--- config.mk ---
export PLATFORM = sky130hd
export DESIGN_NAME = huffman_decoder_top
export DESIGN_NICKNAME = d
export VERILOG_FILES = /design/src/common/huff_pkg.sv /design/src/window/bit_window.sv /design/src/decode/code_matcher.sv /design/src/decode/symbol_lut.sv /design/src/logic/huffman_decoder_top.sv
export SDC_FILE = /design/constraint.sdc
export NUM_CORES = 1
export LEC_CHECK = 0
export ABC_AREA = 1
export BUFFER_PORTS_ARGS = -buffer_cell sky130_fd_sc_hd__buf_2
export CAP_MARGIN = 30
export CORE_UTILIZATION = 62
export CTS_CLUSTER_SIZE = 28
export DETAILED_ROUTE_END_ITERATION = 7
export PLACE_DENSITY_LB_ADDON = 0.3
export SETUP_SLACK_MARGIN = 0.3
export SLEW_MARGIN = 15
export SYNTH_ARGS = -nofsm -noshare
export SYNTH_HDL_FRONTEND = slang
export SYNTH_SLANG_ARGS = --single-unit
--- constraint.sdc ---
create_clock -name clk -period 4.82 [get_ports clk]
set_clock_uncertainty 0.15 [all_clocks]
set_input_delay 0.241 -clock clk [delete_from_list [all_inputs] [get_ports clk]]
set_output_delay 0.241 -clock clk [all_outputs]
set_load 0.005 [all_outputs]
--- src/common/huff_pkg.sv ---
`default_nettype none

package huff_pkg;

  // ========================================
  // Widths
  // ========================================
  localparam int CHUNK_BITS  = 10;  // Chunk width, same as longest code
  localparam int SYM_BITS    = 5;   // Symbol index and output value
  localparam int LEN_BITS    = 4;   // Code length, 3 to 10
  localparam int NUM_SYMBOLS = 32;

  // ========================================
  // Code table, left-aligned in a chunk
  // ========================================
  localparam logic [CHUNK_BITS-1:0] CODE_TABLE [NUM_SYMBOLS] = '{
    10'b0100000000,  // S
    10'b0010000000,  // K
    10'b0000000000,  // R
    10'b1111000000,  // J
    10'b1110000000,  // T
    10'b1011000000,  // Q
    10'b1010000000,  // I
    10'b1001000000,  // U
    10'b1000000000,  // L
    10'b1101000000,  // V
    10'b1100100000,  // H
    10'b1100000000,  // P
    10'b0110100000,  // M
    10'b0110000000,  // W
    10'b0111110000,  // G
    10'b0111010000,  // X
    10'b1101111000,  // O
    10'b1101110000,  // F
    10'b1101100000,  // N
    10'b0111100000,  // Y
    10'b0111000000,  // E
    10'b1101101100,  // Z
    10'b0111101100,  // a
    10'b0111101000,  // D
    10'b0111001000,  // C
    10'b1101101010,  // B
    10'b1101101001,  // d
    10'b0111001100,  // e
    10'b0111001101,  // c
    10'b1101101000,  // b
    10'b0111001111,  // f
    10'b0111001110   // A
  };

  // Code length per symbol index
  localparam logic [LEN_BITS-1:0] LEN_TABLE [NUM_SYMBOLS] = '{
    3, 3, 3, 4, 4, 4, 4, 4,      // S K R J T Q I U
    4, 5, 5, 5, 5, 5, 6, 6,      // L V H P M W G X
    7, 7, 7, 7, 7, 8, 8, 8,      // O F N Y E Z a D
    8, 9, 10, 10, 10, 10, 10, 10 // C B d e c b f A
  };

  // ========================================
  // Output value per symbol index
  // ========================================
  localparam logic [SYM_BITS-1:0] VALUE_TABLE [NUM_SYMBOLS] = '{
    18, 10, 17, 9, 19, 16, 8, 20,  // S K R J T Q I U
    11, 21, 7, 15, 12, 22, 6, 23,  // L V H P M W G X
    14, 5, 13, 24, 4, 25, 26, 3,   // O F N Y E Z a D
    2, 1, 29, 30, 28, 27, 31, 0    // C B d e c b f A
  };

  // Every 10-bit head matches exactly one entry. The lengths give
  // a Kraft sum of one, so no head falls outside the table

endpackage

`default_nettype wire

--- src/window/bit_window.sv ---
`timescale 1ns/1ps
`default_nettype none

module bit_window #(
  parameter int WINDOW_BITS = 20  // At least two chunks
) (
  input  wire logic                           clk,
  input  wire logic                           rst,
  input  wire logic                           chunk_valid,
  input  wire logic [huff_pkg::CHUNK_BITS-1:0] chunk_data,
  input  wire logic [huff_pkg::LEN_BITS-1:0]   sym_len,
  output logic                                chunk_ready,
  output logic [huff_pkg::CHUNK_BITS-1:0]     head,
  output logic                                head_valid
);

  import huff_pkg::*;

  localparam int FILL_W = $clog2(WINDOW_BITS + 1);

  localparam logic [FILL_W-1:0] READY_MAX = FILL_W'(WINDOW_BITS - CHUNK_BITS);
  localparam logic [FILL_W-1:0] CHUNK_W   = FILL_W'(CHUNK_BITS);

  // ========================================
  // Window state
  // ========================================
  // Bits are held left-aligned, bits below the fill stay zero
  logic [WINDOW_BITS-1:0] win_q;
  logic [FILL_W-1:0]      fill_q;     // Valid bits in window

  logic [WINDOW_BITS-1:0] win_shifted;
  logic [WINDOW_BITS-1:0] chunk_ext;  // Chunk placed at the top
  logic [WINDOW_BITS-1:0] win_next;
  logic [FILL_W-1:0]      shift_amt;
  logic [FILL_W-1:0]      fill_left;  // Fill after the shift
  logic [FILL_W-1:0]      fill_next;
  logic                   chunk_accept;

  // ========================================
  // Status from fill
  // ========================================
  assign chunk_ready  = (fill_q <= READY_MAX);  // Room for one more chunk
  assign head_valid   = (fill_q >= CHUNK_W);    // Full head present
  assign head         = win_q[WINDOW_BITS-1 -: CHUNK_BITS];
  assign chunk_accept = chunk_valid && chunk_ready;

  // Drop the matched code only when it was really decoded
  assign shift_amt   = head_valid ? FILL_W'(sym_len) : '0;
  assign win_shifted = win_q << shift_amt;
  assign fill_left   = fill_q - shift_amt;

  assign chunk_ext = {chunk_data, {(WINDOW_BITS - CHUNK_BITS){1'b0}}};

  // Shift and append happen in the same edge; the new chunk lands
  // right below the bits that remain after the shift
  always_comb begin
    win_next  = win_shifted;
    fill_next = fill_left;
    if (chunk_accept) begin
      win_next  = win_shifted | (chunk_ext >> fill_left);  // Append below
      fill_next = fill_left + CHUNK_W;
    end
  end

  // ========================================
  // Registers
  // ========================================
  always_ff @(posedge clk or negedge rst) begin
    if (!rst) begin
      win_q  <= '0;  // Keeps the zero-below-fill rule from the start
      fill_q <= '0;
    end else begin
      win_q  <= win_next;
      fill_q <= fill_next;
    end
  end

endmodule

`default_nettype wire

--- src/decode/code_matcher.sv ---
`timescale 1ns/1ps
`default_nettype none

module code_matcher (
  input  wire logic [huff_pkg::CHUNK_BITS-1:0] head,
  output logic [huff_pkg::SYM_BITS-1:0]        sym_index,
  output logic [huff_pkg::LEN_BITS-1:0]        sym_len
);

  import huff_pkg::*;

  // ========================================
  // Per-symbol compare
  // ========================================
  logic [NUM_SYMBOLS-1:0] match;  // One-hot for a complete code

  for (genvar i = 0; i < NUM_SYMBOLS; i++) begin : g_cmp
    // Keeps only the leading code bits of this entry
    localparam logic [CHUNK_BITS-1:0] MASK =
      ~({CHUNK_BITS{1'b1}} >> LEN_TABLE[i]);

    assign match[i] = ((head & MASK) == CODE_TABLE[i]);
  end

  // ========================================
  // One-hot encode
  // ========================================
  // The code is prefix-free, so ORing the selected entries gives
  // the single match without a priority chain
  always_comb begin
    sym_index = '0;
    sym_len   = '0;
    for (int k = 0; k < NUM_SYMBOLS; k++) begin
      if (match[k]) begin
        sym_index = sym_index | SYM_BITS'(k);
        sym_len   = sym_len | LEN_TABLE[k];
      end
    end
  end

endmodule

`default_nettype wire

--- src/decode/symbol_lut.sv ---
`timescale 1ns/1ps
`default_nettype none

module symbol_lut (
  input  wire logic                          clk,
  input  wire logic                          rst,
  input  wire logic                          head_valid,
  input  wire logic [huff_pkg::SYM_BITS-1:0] sym_index,
  input  wire logic [huff_pkg::LEN_BITS-1:0] sym_len,
  output logic                               out_valid,
  output logic [huff_pkg::SYM_BITS-1:0]      out_value,
  output logic [huff_pkg::LEN_BITS-1:0]      out_len
);

  import huff_pkg::*;

  // ========================================
  // Value lookup
  // ========================================
  logic [SYM_BITS-1:0] lut_value;  // Decoded output value

  assign lut_value = VALUE_TABLE[sym_index];

  // ========================================
  // Output stage
  // ========================================
  // One pulse per decoded symbol, no back-pressure
  always_ff @(posedge clk or negedge rst) begin
    if (!rst) begin
      out_valid <= 1'b0;
    end else begin
      out_valid <= head_valid;
    end
  end

  // Value and length hold between symbols
  always_ff @(posedge clk) begin
    if (head_valid) begin
      out_value <= lut_value;
      out_len   <= sym_len;    // Same length the window shifted by
    end
  end

endmodule

`default_nettype wire

--- src/logic/huffman_decoder_top.sv ---
`timescale 1ns/1ps
`default_nettype none

module huffman_decoder_top #(
  parameter int WINDOW_BITS = 20  // Two chunks
) (
  input  wire logic                           clk,
  input  wire logic                           rst,
  input  wire logic                           chunk_valid,
  input  wire logic [huff_pkg::CHUNK_BITS-1:0] chunk_data,
  output logic                                chunk_ready,
  output logic                                out_valid,
  output logic [huff_pkg::SYM_BITS-1:0]       out_value,
  output logic [huff_pkg::LEN_BITS-1:0]       out_len
);

  import huff_pkg::*;

  // ========================================
  // Internal nets
  // ========================================
  logic [CHUNK_BITS-1:0] head;       // Top bits of the window
  logic                  head_valid; // Window holds a full head
  logic [SYM_BITS-1:0]   sym_index;
  logic [LEN_BITS-1:0]   sym_len;

  // Bit window, shifts out decoded codes and appends chunks
  bit_window #(
    .WINDOW_BITS (WINDOW_BITS)
  ) u_bit_window (
    .clk         (clk),
    .rst         (rst),
    .chunk_valid (chunk_valid),
    .chunk_data  (chunk_data),
    .sym_len     (sym_len),
    .chunk_ready (chunk_ready),
    .head        (head),
    .head_valid  (head_valid)
  );

  // Single-cycle prefix match
  code_matcher u_code_matcher (
    .head      (head),
    .sym_index (sym_index),
    .sym_len   (sym_len)
  );

  // Value lookup and output register
  symbol_lut u_symbol_lut (
    .clk        (clk),
    .rst        (rst),
    .head_valid (head_valid),
    .sym_index  (sym_index),
    .sym_len    (sym_len),
    .out_valid  (out_valid),
    .out_value  (out_value),
    .out_len    (out_len)
  );

endmodule

`default_nettype wire

==> flow_metrics.env <==
export IMPL_vias=4389
export IMPL_synth_edf_count=9
export IMPL_grt_pass1_vias=3785
export IMPL_ant_nets=0
export IMPL_grt_overflow_total=0
export IMPL_yosys_area_share_simple=0.503
export IMPL_cts_htree_levels=2
export IMPL_synth_compound_area_frac=0.0985
export IMPL_cp_slowest_cell="dfrtp_1"
export IMPL_path_cells="nand2_4 > nor2_8 > nand3_2 > nand2_1 > nor2_2 > nand2_4 > nand2_4 > inv_1 > ha_1 > fa_1 > o21ai_1 > xor2_1 > inv_1 > nor2_4 > inv_1 > nor2_1 > nand2_1 > nand3_1"
export IMPL_io_pins=24
export IMPL_min_path_type="in -> reg"
export IMPL_clkTransAtPathRegs_ps=90
export IMPL_cts_sinks=35
export IMPL_end_kind="flop"
export IMPL_area_growth_pct=3.00
export IMPL_relSlewSlack=0.606
export IMPL_cp_slowest_stage_delay_ps=570
export IMPL_ff2ff_setup_slack_ps=760
export IMPL_path_buf_inv=3
export IMPL_reg2reg_from="u_bit_window.win_q[18]"
export IMPL_fp_dieW_um=82.3
export IMPL_syn_area_um2=4000
export IMPL_ys_seq_area_frac=0.230
export IMPL_hpwl_mm=8.58
export IMPL_outcome="finished, final reports clean"
export IMPL_ys_warn_count=0
export IMPL_final_setup_tns_ps=0
export IMPL_insertion_delay_ps=300
export IMPL_nFillCells=571
export IMPL_final_setup_viol_count=0
export IMPL_period_share=0.843
export IMPL_min_delay_worst_endpoint="u_bit_window.win_q[1]"
export IMPL_cts_setup_buffers=0
export IMPL_synthAdderAreaFrac=0.0425
export IMPL_postSynthCellCount=637
export IMPL_die_h_um=82.3
export IMPL_synth_top_family_by_area="simple AND/OR/NAND/NOR gates"
export IMPL_cts_buffers_inserted=5
export IMPL_core_area_um2=6060
export IMPL_drive_gt1_frac=0.137
export IMPL_synth_distinct_cells=44
export IMPL_reg2regPathDepth=18
export IMPL_criticalPathCategory="reg -> reg"
export IMPL_drt_iter0_drc=639
export IMPL_required_ps=4900
export IMPL_critPathTopFamily="simple AND/OR/NAND/NOR gates"
export IMPL_wl_per_cell_um=15.7
export IMPL_worst_ep_arrival_time_ps=4150
export IMPL_port_buffers=23
export IMPL_cts_tree="done"
export IMPL_fp_row_count=28
export IMPL_initial_core_util=0.660
export IMPL_synth_top_area_cell="nand2_1"
export IMPL_worst_pin_slew_ps=592
export IMPL_cp_max_fo=25
export IMPL_clk_path_buf_depth=2
export IMPL_synth_top_area_frac=0.199
export IMPL_root_buffer="clkbuf_8"
export IMPL_synth_seq_cells=35
export IMPL_die_area_um2=6780
export IMPL_synth_flop_cell="dfrtp_1"
export IMPL_start_kind="flop"
export IMPL_period_minus_slack_ps=4060
export IMPL_finalHoldViolations=0
export IMPL_viasPerCell=6.11
export IMPL_synth_xor_area_frac=0.0109
export IMPL_totalWireLength_mm=11.3
export IMPL_grt_pass1_wl_mm=18.6
export IMPL_min_delay_start="chunk_valid"
export IMPL_finalMaxSlewViolations=0
export IMPL_num_antenna_cells=0
export IMPL_grt_usage=0.364
export IMPL_grt_max_degree=38
export IMPL_r2r_end="u_bit_window.win_q[15]"
export IMPL_drv_cap=0
export IMPL_synth_fp_nets=663
export IMPL_first_pass_iters=5
export IMPL_worstHoldPathCells=3
export IMPL_antenna_found_initial=0
export IMPL_drc=0
export IMPL_nNetsFinal=668
export IMPL_timing_fmax_mhz=246
export IMPL_syn_avg_cell_area_um2=6.28
export IMPL_async_flop_share=0.743
export IMPL_rsz0062_at_grt="no"
export IMPL_gp_congestion=0.994
export IMPL_synthMuxAreaShare=0.0100
export IMPL_synth_area_leaders="nand2_1 (20%), dfrtp_1 (16%), nand3_1 (16%)"
-- registers in the layout, indices dropped and copies added (netlist names) --
register	count
u_symbol_lut.out_valid	1
u_bit_window.fill_q	5
u_symbol_lut.out_value	5
u_symbol_lut.out_len	4
u_bit_window.win_q	20
-- through the flow --
step | std cells | hold WS, ps | worst slack [ps] | utilization | area (um^2)
floorplan | 637 | -205 | 1400 | - | 4000
global placement | 709 | 116 | 885 | 0.664 | 4030
detailed placement | 709 | 134 | 789 | 0.664 | 4030
CTS | 718 | 243 | 773 | 0.680 | 4120
global route | 718 | 289 | 359 | 0.680 | 4120
finish | 718 | 248 | 757 | 0.680 | 4120
-- tightest hold or removal path, stage by stage --
cell and delay (ps):
buf_2 90, nand2_1 210, o21ai_1 120
-- worst max path at each step --
stage | start | to | slack (ps) | cells after the start
3_5_place_dp | u_bit_window.win_q[17] | u_bit_window.win_q[15] | 790 | 17
5_1_grt | u_bit_window.win_q[18] | u_bit_window.win_q[16] | 360 | 17
3_3_place_gp | u_bit_window.win_q[16] | u_bit_window.win_q[16] | 890 | 17
4_1_cts | u_bit_window.win_q[16] | u_bit_window.win_q[15] | 770 | 17
2_1_floorplan | u_bit_window.win_q[15] | u_bit_window.win_q[10] | 1400 | 19
6_report | u_bit_window.win_q[18] | u_bit_window.win_q[15] | 760 | 18
-- layout make-up --
type,instances,area [um^2],area share
clock inverter,2,12.5,0.00303
timing repair buffer,30,170,0.0413
sequential,35,923,0.224
multi-input combinational,520,2660,0.645
inverter,50,190,0.0461
tap,75,93.8,0.0228
clock buffer,6,72.6,0.0176
-- cell families after synthesis --
kind of cell    count (synthesis)
compound gates                 69
simple gates                  429
xor+xnor                        5
flops                          35
mux                             4
buf+inv                        82
fa+ha+maj                      13
-- per-layer routing --
layer  share of wire  vias to the layer above  routed length, um  GRT usage
met3            0.10                       31               1130     0.0604
met1            0.45                     1962               5110      0.529
li1                -                     2125                  -          -
met4           0.024                        0                274      0.112
met5               0                        -                  0          0
met2            0.42                      271               4770      0.542
-- what timing repair did --
action / CTS / global route
gates resized for setup: 0 / 2
setup endpoints to repair: 0 / 5
hold buffers: 1 / 0
endpoints found under the hold margin: 26 / 0
-- placed cells by master, fill, tap and decap left out, drive strengths merged, types with 10 or more instances in the layout --
| master | n |
|---|---|
| nor2 | 50 |
| nand2 | 226 |
| nand3 | 132 |
| buf | 29 |
| ha | 12 |
| o21ai | 42 |
| nand4 | 10 |
| dfrtp | 26 |
| a21oi | 12 |
| inv | 49 |
-- cells in the mapped netlist, drive strengths merged (7+ instances only) --
cell	instances
a21oi	12
buf	25
clkbuf	7
dfrtp	26
edfxtp	9
ha	12
inv	49
nand2	226
nand3	132
nand4	10
nor2	50
o21ai	42
Power is not shown: default switching activity piles up to over one toggle a cycle in this logic, so the estimate is an artifact.
